`src/hw/soc_bus_pkg.sv`:
```
// soc bus package: device select enum, axi response codes, peripheral address map
`default_nettype none

package soc_bus_pkg;

	// destination of a request, as picked by the address decoder
	typedef enum logic [1:0] {
		DEV_NONE  = 2'd0,	// unmapped or unsupported, crossbar answers
		DEV_SRAM  = 2'd1,
		DEV_UART  = 2'd2,
		DEV_CLINT = 2'd3
	} dev_t;

	// axi-lite response codes
	localparam logic [1:0] RESP_OKAY   = 2'b00;
	localparam logic [1:0] RESP_DECERR = 2'b11;

	// sram window starts here, size comes from SRAM_WORDS
	localparam logic [31:0] SRAM_BASE = 32'h8000_0000;

	// uart transmit holding register, write only
	localparam logic [31:0] UART_TX_ADDR = 32'ha000_03f8;

	// clint mtime halves, read only
	localparam logic [31:0] CLINT_MTIME_LO = 32'ha000_0048;
	localparam logic [31:0] CLINT_MTIME_HI = 32'ha000_004c;

endpackage

`default_nettype wire
```
`src/hw/axi_clint.sv`:
```
// axi-lite clint slave: free-running 64-bit mtime, read as two halves
`default_nettype none

module axi_clint import soc_bus_pkg::*; #(
	parameter int ADDR_LEN = 32,
	parameter int DATA_LEN = 32
) (
	input  logic                clk,
	input  logic                rst_n_i,
	input  logic [ADDR_LEN-1:0] ar_addr_i,
	input  logic                ar_valid_i,
	output logic                ar_ready_o,
	output logic [DATA_LEN-1:0] r_data_o,
	output logic [1:0]          r_resp_o,
	output logic                r_valid_o,
	input  logic                r_ready_i
);

	logic [63:0]         mtime;
	logic                rd_hs;
	logic [DATA_LEN-1:0] r_data_q;
	logic                r_valid_q;

	assign ar_ready_o = ar_valid_i && !r_valid_q;
	assign rd_hs      = ar_valid_i && ar_ready_o;

	assign r_data_o  = r_data_q;
	assign r_resp_o  = RESP_OKAY;
	assign r_valid_o = r_valid_q;

	// counts every cycle, back-pressure or not
	always_ff @(posedge clk) begin
		if (!rst_n_i) begin
			mtime <= '0;
		end else begin
			mtime <= mtime + 64'd1;
		end
	end

	always_ff @(posedge clk) begin
		if (rd_hs) begin
			// bit 2 picks the high word
			r_data_q <= DATA_LEN'(ar_addr_i[2] ? mtime[63:32] : mtime[31:0]);
		end
	end

	always_ff @(posedge clk) begin
		if (!rst_n_i) begin
			r_valid_q <= 1'b0;
		end else if (rd_hs) begin
			r_valid_q <= 1'b1;
		end else if (r_ready_i) begin
			r_valid_q <= 1'b0;
		end
	end

endmodule

`default_nettype wire

```
`config.mk`:
```
export PLATFORM = sky130hd
export DESIGN_NAME = axi_clint
export DESIGN_NICKNAME = d
export VERILOG_FILES = /design/src/hw/soc_bus_pkg.sv /design/src/hw/axi_clint.sv
export SDC_FILE = /design/constraint.sdc
export NUM_CORES = 1
export LEC_CHECK = 0
export BUFFER_PORTS_ARGS = -buffer_cell sky130_fd_sc_hd__buf_2
export CORE_ASPECT_RATIO = 1.4
export CORE_MARGIN = 1.5
export CORE_UTILIZATION = 42
export DETAILED_ROUTE_END_ITERATION = 7
export GPL_TIMING_DRIVEN = 0
export SETUP_SLACK_MARGIN = 0.5
export SLEW_MARGIN = 20
export SYNTH_ARGS = -nofsm -noshare
export SYNTH_HDL_FRONTEND = slang
export SYNTH_SLANG_ARGS = --single-unit
```
`constraint.sdc`:
```
create_clock -name clk -period 6.7 [get_ports clk]
set_clock_uncertainty 0.15 [all_clocks]
set_input_delay 0.335 -clock clk [delete_from_list [all_inputs] [get_ports clk]]
set_output_delay 0.335 -clock clk [all_outputs]
set_load 0.02 [all_outputs]
```
==> results of run 1 <==
[flip-flops by register name, indices dropped and copies added, names as in the netlist]
register / cells
mtime: 64
r_data_o: 32
r_valid_o: 1
[path summary, 6_finish.rpt]
| check | to | slack [ns] | depth (start not counted) |
|---|---|---|---|
| worst min-delay path | r_valid_o$_SDFFE_PN0P_ | 0.02 | 2 |
| worst min register to register | mtime[63]$_SDFF_PN0_ | 0.32 | 2 |
| worst max register to register | mtime[62]$_SDFF_PN0_ | 3.80 | 6 |
| worst max-delay path | mtime[62]$_SDFF_PN0_ | 3.80 | 6 |
[cells by family (layout without fill, tap and decap cells)]
logic type	after synthesis	in the layout	share of synthesized area, %
AND/OR/NAND/NOR	188	188	24.9
other	1	2	0.0845
flip-flops	97	97	51.0
multiplexers	31	31	7.84
buffers and inverters	20	73	2.14
AO/OA/AOI/OAI	51	51	6.43
adder cells (fa/ha/maj)	1	1	0.282
XOR/XNOR	37	37	7.31
[placed cells by master (no fill, tap or decap), types with 2 or more instances in the layout]
cell type / netlist / final
clkinv_2: 0 / 2
nand4_1: 24 / 24
edfxtp_1: 32 / 32
and4_1: 6 / 6
or4_1: 9 / 9
dfxtp_1: 65 / 65
inv_1: 4 / 4
clkbuf_1: 9 / 10
and2_1: 6 / 6
mux2_2: 30 / 30
nand4_2: 3 / 3
nand3_1: 24 / 24
o21a_1: 3 / 3
xor2_1: 29 / 29
nor3_1: 5 / 5
buf_4: 2 / 2
and3_1: 8 / 8
a21oi_1: 23 / 23
or3_1: 13 / 13
o21ai_0: 16 / 16
nor2_1: 46 / 46
nand4_4: 2 / 2
clkinv_1: 1 / 3
xnor2_1: 8 / 8
nor4_4: 3 / 4
conb_1: 1 / 2
nand2_1: 26 / 26
buf_2: 2 / 39
clkbuf_16: 0 / 9
nand2b_1: 2 / 2
o31ai_1: 8 / 8
[Yosys cell counts, types with 8 or more instances]
cell type,instances,area (µm²)
dfxtp_1,65,1300
nor2_1,46,173
edfxtp_1,32,961
mux2_2,30,338
xor2_1,29,254
nand2_1,26,97.6
nand3_1,24,120
nand4_1,24,150
a21oi_1,23,115
o21ai_0,16,80.1
or3_1,13,81.3
clkbuf_1,9,33.8
or4_1,9,67.6
and3_1,8,50.1
o31ai_1,8,60.1
xnor2_1,8,70.1
[layout make-up]
type	instances	area, µm²	share of cell area (%)
flip-flops and latches	97	2260	44.2
multi-input cells	310	2100	41.0
clock buffers	10	229	4.47
repair buffers	38	213	4.16
well taps	138	173	3.37
plain buffers	15	76.3	1.49
clock inverters	5	47.5	0.929
inverters	5	18.8	0.367
[power by group through the flow]
stage | sequential [mW] | combinational [mW] | clock [mW]
3_5_place_dp | 0.637 | 0.0582 | 0
3_3_place_gp | 0.637 | 0.0543 | 0
4_1_cts | 0.624 | 0.0584 | 0.503
6_report | 0.624 | 0.0570 | 0.491
5_1_grt | 0.625 | 0.0612 | 0.519
2_1_floorplan | 0.650 | 0.0213 | 0
[stage by stage]
| step | hold WS, ns | power, mW | worst slack (ns) |
|---|---|---|---|
| floorplan | 0.284 | 0.672 | 4.01 |
| global placement | 0.303 | 0.691 | 3.14 |
| detailed placement | 0.313 | 0.695 | 3.80 |
| CTS | 0.00910 | 1.18 | 3.79 |
| global route | 0.0159 | 1.20 | 3.60 |
| finish | 0.0153 | 1.17 | 3.80 |
[routing by layer]
layer  routed length [µm]  share of wire, %  track usage, %
met4                  277               2.8            9.34
met5                    0                 0               0
met3                  264               2.7            2.56
met1                 4250                43            21.4
met2                 5040                51            32.2
==> flow_summary.yaml, run 1 <==
status:
  run_status: "finished, final reports clean"
power:
  power.share.switching_pct: 21.5
  power_leakage_nw: 1.89
  worst_ir_drop_vdd_v: 0.000113
  power.share.combinational_pct: 4.9
  design_internal_power_mw: 0.920
  cellPowerDensity_nw_per_um2: 229
  pwr-share-seq_pct: 53.2
  power_switching_mw: 0.252
  power_frac_clock_pct: 41.9
worst_setup_path:
  worst_setup_path_startpoint: "mtime[0]$_SDFF_PN0_"
  critical-path-max-stage-delay_ns: 0.69
  critPathKind: "register to register"
  path_max_fanout: 8
  crit_path_cell_trace: "ha_1 -> nand4_1 -> nor4_4 -> nand4_4 -> or4_1 -> a21oi_1"
  cp.required_ns: 6.82
  path_buf_inv: 0
  critPathLaunchType: "register"
  cp.arrival_ns: 3.02
  cp_top_family: "simple AND/OR/NAND/NOR gates"
  worst_r2r_startpoint: "mtime[0]$_SDFF_PN0_"
  worstSetupEndpointType: "register"
  slowest_stage: "nor4_4"
run:
  drv.max_cap_violation_count: 0
clock_tree:
  clock_sink_count: 97
  clockBufferDepth: 2
  clk_latency_ns: 0.34
  clk_transition_reported_paths_ns: 0.06
  numCtsBuffers: 9
  post_cts.repair.setup_buffers: 0
  post_cts_resized: 0
  cts-hold-fix-buffers: 0
  clock_tree.htree_level_count: 3
  cts_tree: "built"
  ctsRootBufferMaster: "clkbuf_16"
global_routing:
  grt_pass1_vias: 3205
  grt_antenna_before_repair: 0
  globalRouteOverflowTotal: 0
  grt_usage_pct: 18.2
  grt_first_pass_wirelength_um: 16000
  grt_start_max_net_pins: 23
layout:
  finish.instance_area_um2: 5120
  post_route_cells_drive_above_1_share_pct: 21.3
  syn_to_final_growth_pct: 15.4
  antenna_cells_inserted: 0
  post_layout_util_pct: 49.4
  layout.filler_cells: 990
  fin_nets: 513
  final_cells: 618
hold_path:
  hold_path_startpoint: "r_ready_i"
  min-delay-path-class: "primary input to register"
timing:
  final_setup_fails: 0
  report.final.slew_viol_count: 0
  hold_violations: 0
  relSlewSlack_pct: 54.2
  final_period_minus_worst_setup_slack_ns: 2.90
  setup_total_negative_slack_ns: 0
  fmaxAchievable_mhz: 345
  worst_pin_slew_ns: 0.682
  fin_crit_sh_pct: 43.3
  setup_repair_after_global_routing_missed_its_margin: "no"
synth:
  yosys_warnings: 0
  number_of_synthesized_flops_with_an_enable_pin: 32
  synth.cell_area_um2: 4440
  number_of_instances_in_the_synthesized_netlist: 426
  synth-seq-area-share_pct: 51.0
  asyncSetResetFlopFracSynth_pct: 0
  synth_flop_type: "dfxtp_1"
  count_of_unique_library_cells_instantiated_by_yosys: 44
  ys_seq_elements: 97
  synth.avg_cell_area_um2: 10.4
drt:
  drt_first_iter_violations: 172
  drt-pass1-iter-count: 4
  vias_per_cell: 5.42
  route.vias.total: 3348
  detail_route.wl_per_cell_um: 15.9
  routed_wirelength_um: 9840
  detail_route.drc_violations: 0
  antenna_left: 0
placement:
  detailed_place_hpwl_um: 7110
  placed_area_um2: 4830
  port-buffer-count: 37
  place_congestion: 0.820
  numPlacedInstances: 603
die:
  ios: 72
  die_w_um: 89.9
  floorplan.die.height_um: 125
  row_count: 44
  die_area_um2: 11200
  initial_utilization_pct: 42.9
  coreArea_um2: 10300
(Power assumes the default switching activity.)
==> run 2, diff against run 1 <==
Clock period 6.7 ns to 2.5 ns, I/O delays scaled along.
==> run 2 against run 1 <==
Cell area grew 13%. Non-clock buffer count grew 42. Fmax grew 37%. Clock-buffer cell count grew 4. Total power grew to 2.7 times the previous value. Global-route usage grew 1.5 points. Cell count grew 7.0%. Sequential cell count is the same. Largest cell class unchanged. Core utilization grew 6.2 points.
==> flow_summary.yaml, run 2 (synthesis gave the netlist of run 1 again) <==
status:
  run_status: "finished, final reports clean"
global_routing:
  grt_start_max_net_pins: 22
  grt_usage_pct: 19.7
  grt_antenna_before_repair: 0
  grt_first_pass_wirelength_um: 17400
  globalRouteOverflowTotal: 0
  grt_pass1_vias: 3451
clock_tree:
  numCtsBuffers: 9
  clk_latency_ns: 0.34
  clock_tree.htree_level_count: 3
  clock_sink_count: 97
  clk_transition_reported_paths_ns: 0.07
  clockBufferDepth: 2
  ctsRootBufferMaster: "clkbuf_16"
  cts_tree: "built"
worst_setup_path:
  critPathKind: "register to register"
  crit_path_cell_trace: "ha_4 -> nand4_1 -> buf_6 -> nor4_4 -> buf_4 -> nand4_4 -> or4_4 -> a21oi_2"
  worstSetupEndpointType: "register"
  cp.required_ns: 2.63
  critPathLaunchType: "register"
  critical-path-max-stage-delay_ns: 0.50
  reg2reg_setup_slack_ns: 0.39
  path_max_fanout: 5
  path_buf_inv: 2
  cp_top_family: "simple AND/OR/NAND/NOR gates"
  slowest_stage: "or4_4"
  worst_r2r_startpoint: "mtime[1]$_SDFF_PN0_"
  depth_of_the_worst_register_to_register_path: 8
  cp.arrival_ns: 2.24
  timing.rr.end: "mtime[54]$_SDFF_PN0_"
die:
  floorplan.die.height_um: 125
  die_area_um2: 11200
  initial_utilization_pct: 42.9
  ios: 72
  coreArea_um2: 10300
  row_count: 44
  die_w_um: 89.9
drt:
  routed_wirelength_um: 10800
  drt-pass1-iter-count: 4
  antenna_left: 0
  drt_first_iter_violations: 151
  detail_route.drc_violations: 0
  route.vias.total: 3590
  vias_per_cell: 5.43
  detail_route.wl_per_cell_um: 16.3
timing:
  fin_ws_ns: 0.388
  final_period_minus_worst_setup_slack_ns: 2.11
  setup_repair_after_global_routing_missed_its_margin: "yes"
  worst_pin_slew_ns: 0.645
  hold_violations: 0
  final_setup_fails: 0
  relSlewSlack_pct: 57.0
  fmaxAchievable_mhz: 473
  report.final.slew_viol_count: 0
  fin_crit_sh_pct: 84.5
layout:
  layout.filler_cells: 942
  fin_nets: 555
  syn_to_final_growth_pct: 29.8
  mostFrequentLayoutCell: "nor2_1"
  final_cell_mix: "nor2_1 (44), dfxtp_1 (40), buf_2 (37)"
  number_of_flip_flops_in_the_largest_register: 64
  post_layout_util_pct: 55.6
  finish.instance_area_um2: 5760
  post_route_cells_drive_above_1_share_pct: 35.9
  antenna_cells_inserted: 0
  max_flop_register: "mtime"
  multi_input_area_um2: 2300
  seq_cell_area_um2: 2310
hold_path:
  timing.hold.worst_endpoint: "r_data_o[28]$_DFFE_PP_"
  min-delay-path-class: "primary input to register"
  hold_path_startpoint: "ar_valid_i"
  worst_hold_path.num_cells: 2
placement:
  port-buffer-count: 37
  placed_area_um2: 4900
  place_congestion: 0.838
  post-place-ws_ns: -0.105
  detailed_place_hpwl_um: 7130
power:
  worst_ir_drop_vdd_v: 0.000357
  post-layout-total-power_mw: 3.21
  power_leakage_nw: 2.25
  cellPowerDensity_nw_per_um2: 557
run:
  drv.max_cap_violation_count: 0
-- run 2: per-stage QoR --
stage                     hold WS (ns)  setup TNS (ns)  cells
after global placement           0.158         -0.0630    602
after global routing             0.124               0    661
after floorplan                 0.0738               0    427
after CTS                        0.115               0    659
after detailed placement         0.166          -0.318    603
final                            0.116               0    661
-- run 2: how the worst max path moves through the flow --
stage	slack [ns]	cells after the start	endpoint	start
3_5_place_dp	-0.10	6	mtime[54]$_SDFF_PN0_	mtime[0]$_SDFF_PN0_
4_1_cts	0.42	8	mtime[54]$_SDFF_PN0_	mtime[1]$_SDFF_PN0_
2_1_floorplan	0.41	5	mtime[54]$_SDFF_PN0_	mtime[10]$_SDFF_PN0_
6_report	0.39	8	mtime[54]$_SDFF_PN0_	mtime[1]$_SDFF_PN0_
3_3_place_gp	-0.06	6	mtime[54]$_SDFF_PN0_	mtime[0]$_SDFF_PN0_
5_1_grt	0.31	8	mtime[54]$_SDFF_PN0_	mtime[1]$_SDFF_PN0_
-- run 2: what timing repair did --
action	in CTS	in global routing
endpoints found under the setup margin	45	41
hold buffers	3	0
pin swaps	36	8
buffers inserted	36	2
resized for setup	45	23
cloned	1	0
hold endpoints to repair	5	0
-- run 2: worst reg2reg max path: cells and delay by family, from the launching register on --
family          cells  cell delay [ns]
flops               1             0.37
simple gates        4             0.92
buf+inv             2             0.34
compound gates      1             0.12
fa+ha+maj           1             0.14
-- run 2: area by class of cell --
class                   instances  share of cell area (%)
clock inverters                 2                   0.652
well taps                     138                    3.00
multi-input cells             310                    39.9
inverters                       5                   0.326
repair buffers                 80                    9.95
plain buffers                  15                    1.65
clock buffers                  14                    4.41
flip-flops and latches         97                    40.1
-- run 2: metal layers --
metal	vias up	part of all wire, %	GRT usage [%]
met5	-	0	0
met1	1740	42	23.3
li1	1754	-	-
met2	73	52	34.6
met4	0	3.4	10.2
met3	23	2.6	2.56
-- run 2: power by group --
part,switching (mW),internal [mW],leakage (nW)
clock network,0.565,0.805,0.137
logic,0.111,0.0622,1.26
registers,0.0138,1.65,0.858
==> run 3, diff against run 2 <==
Clock period 2.5 ns to 1.9 ns, I/O delays scaled along.
==> run 3 against run 2 <==
The run now ends with negative setup slack left. Clock power grew 27%. Sequential share of layout area shrank 4.2 points. Sequential power grew 31%. Register-to-register slack lost 0.60 ns. Total power grew 31%. Largest cell class is now multi-input gates. First-iteration DRC count grew 72%. Critical path type unchanged. Non-clock buffer count grew 35. Setup slack lost 0.60 ns. Critical path depth grew 1. Cell count grew 5.6%.
==> flow_summary.yaml, run 3 (synthesis gave the netlist of run 1 again) <==
status:
  run_status: "finished with violations"
  violated_checks: "negative setup slack"
timing:
  relSlewSlack_pct: 50.8
  final_setup_fails: 46
  report.final.slew_viol_count: 0
  hold_violations: 0
  worst_pin_slew_ns: 0.738
  fmaxAchievable_mhz: 473
  setup_repair_after_global_routing_missed_its_margin: "yes"
  fin_ws_ns: -0.216
  setup_total_negative_slack_ns: -5.02
  fin_crit_sh_pct: 111
  final_period_minus_worst_setup_slack_ns: 2.12
drt:
  route.vias.total: 3917
  vias_per_cell: 5.61
  antenna_left: 0
  routed_wirelength_um: 12800
  detail_route.wl_per_cell_um: 18.3
  drt_first_iter_violations: 259
  detail_route.drc_violations: 0
  drt-pass1-iter-count: 5
layout:
  mostFrequentLayoutCell: "nor2_1"
  final_cell_mix: "nor2_1 (41), buf_4 (39), buf_2 (38)"
  max_flop_register: "mtime"
  post_layout_util_pct: 62.9
  number_of_flip_flops_in_the_largest_register: 64
  fin_nets: 592
  post_route_cells_drive_above_1_share_pct: 49.8
  antenna_cells_inserted: 0
  syn_to_final_growth_pct: 46.8
hold_path:
  min-delay-path-class: "primary input to register"
clock_tree:
  numCtsBuffers: 9
  ctsRootBufferMaster: "clkbuf_16"
  clock_sink_count: 97
  clockBufferDepth: 2
  clk_transition_reported_paths_ns: 0.06
  clk_latency_ns: 0.35
  cts_tree: "built"
  clock_tree.htree_level_count: 3
placement:
  port-buffer-count: 37
  place_congestion: 0.788
  detailed_place_hpwl_um: 7070
die:
  ios: 72
  row_count: 44
  die_w_um: 89.9
  coreArea_um2: 10300
  initial_utilization_pct: 42.9
  die_area_um2: 11200
  floorplan.die.height_um: 125
worst_setup_path:
  path_buf_inv: 4
  cp_top_family: "simple AND/OR/NAND/NOR gates"
  critPathKind: "register to register"
  path_max_fanout: 5
  crit_path_cell_trace: "buf_6 -> nand4_1 -> nor4_4 -> buf_6 -> buf_6 -> nand4_1 -> buf_4 -> xor2_1 -> nor2_1"
  critical-path-max-stage-delay_ns: 0.37
  slowest_stage: "dfxtp_4"
  cp.arrival_ns: 2.18
  cell_type_with_the_highest_occurrence_count_on_the_critical_path: "buf_6"
  cp.required_ns: 1.97
  worstSetupEndpointType: "register"
  critPathLaunchType: "register"
run:
  drv.max_cap_violation_count: 0
global_routing:
  grt_pass1_vias: 3750
  grt_start_max_net_pins: 15
  grt_antenna_before_repair: 0
  globalRouteOverflowTotal: 0
  grt_usage_pct: 22.6
  grt_first_pass_wirelength_um: 19700
power:
  power_leakage_nw: 2.60
  cellPowerDensity_nw_per_um2: 646
  worst_ir_drop_vdd_v: 0.000443
[run 3: path summary, 6_finish.rpt]
kind	start	endpoint	slack [ns]	cells after the start
worst max-delay path	mtime[0]$_SDFF_PN0_	mtime[37]$_SDFF_PN0_	-0.22	9
worst min-delay path	rst_n_i	mtime[53]$_SDFF_PN0_	0.10	4
worst max register to register	mtime[0]$_SDFF_PN0_	mtime[37]$_SDFF_PN0_	-0.22	9
worst min register to register	mtime[63]$_SDFF_PN0_	mtime[63]$_SDFF_PN0_	0.32	2
[run 3: timing repair]
action,CTS,global route
hold endpoints to repair,6,0
hold buffers,3,0
cloned,3,0
endpoints found under the setup margin,98,59
gates resized for setup,110,56
pin swaps,43,30
setup buffers,61,13
[run 3: final cells by class]
type                       count  area [µm²]
clock buffer                  16         282
buffer                        15         100
timing repair buffer         115         971
multi-input combinational    312        2630
inverter                       5        18.8
tap                          138         173
sequential                    97        2340
fill                         839        3840
[run 3: tightest hold or removal path, delay by kind of cell]
kind                   cells  cell delay, ns
AO/OA/AOI/OAI              1            0.03
buffers and inverters      3            0.42
[run 3: stage by stage]
| step | hold WS [ns] | power, mW | setup WS [ns] | cells | cell area, µm² |
|---|---|---|---|---|---|
| finish | 0.104 | 4.20 | -0.216 | 698 | 6510 |
| global route | 0.129 | 4.33 | -0.298 | 698 | 6510 |
| CTS | 0.102 | 4.21 | -0.162 | 685 | 6160 |
| detailed placement | 0.126 | 2.44 | -0.722 | 602 | 4900 |
| global placement | 0.117 | 2.44 | -0.688 | 602 | 4900 |
| floorplan | 0.0336 | 2.37 | -0.174 | 427 | 4540 |
[run 3: metal layers]
metal,share of wire (%),vias to the layer above,GRT usage (%)
met3,4.0,41,3.24
met5,0,-,0
met2,53,132,40.8
met1,39,1919,25.7
li1,-,1825,-
met4,4.3,0,11.3
[run 3: power breakdown]
group	internal, mW	leakage [nW]	switching [mW]
Clock	0.998	0.137	0.737
Combinational	0.112	1.60	0.172
Sequential	2.16	0.864	0.0192
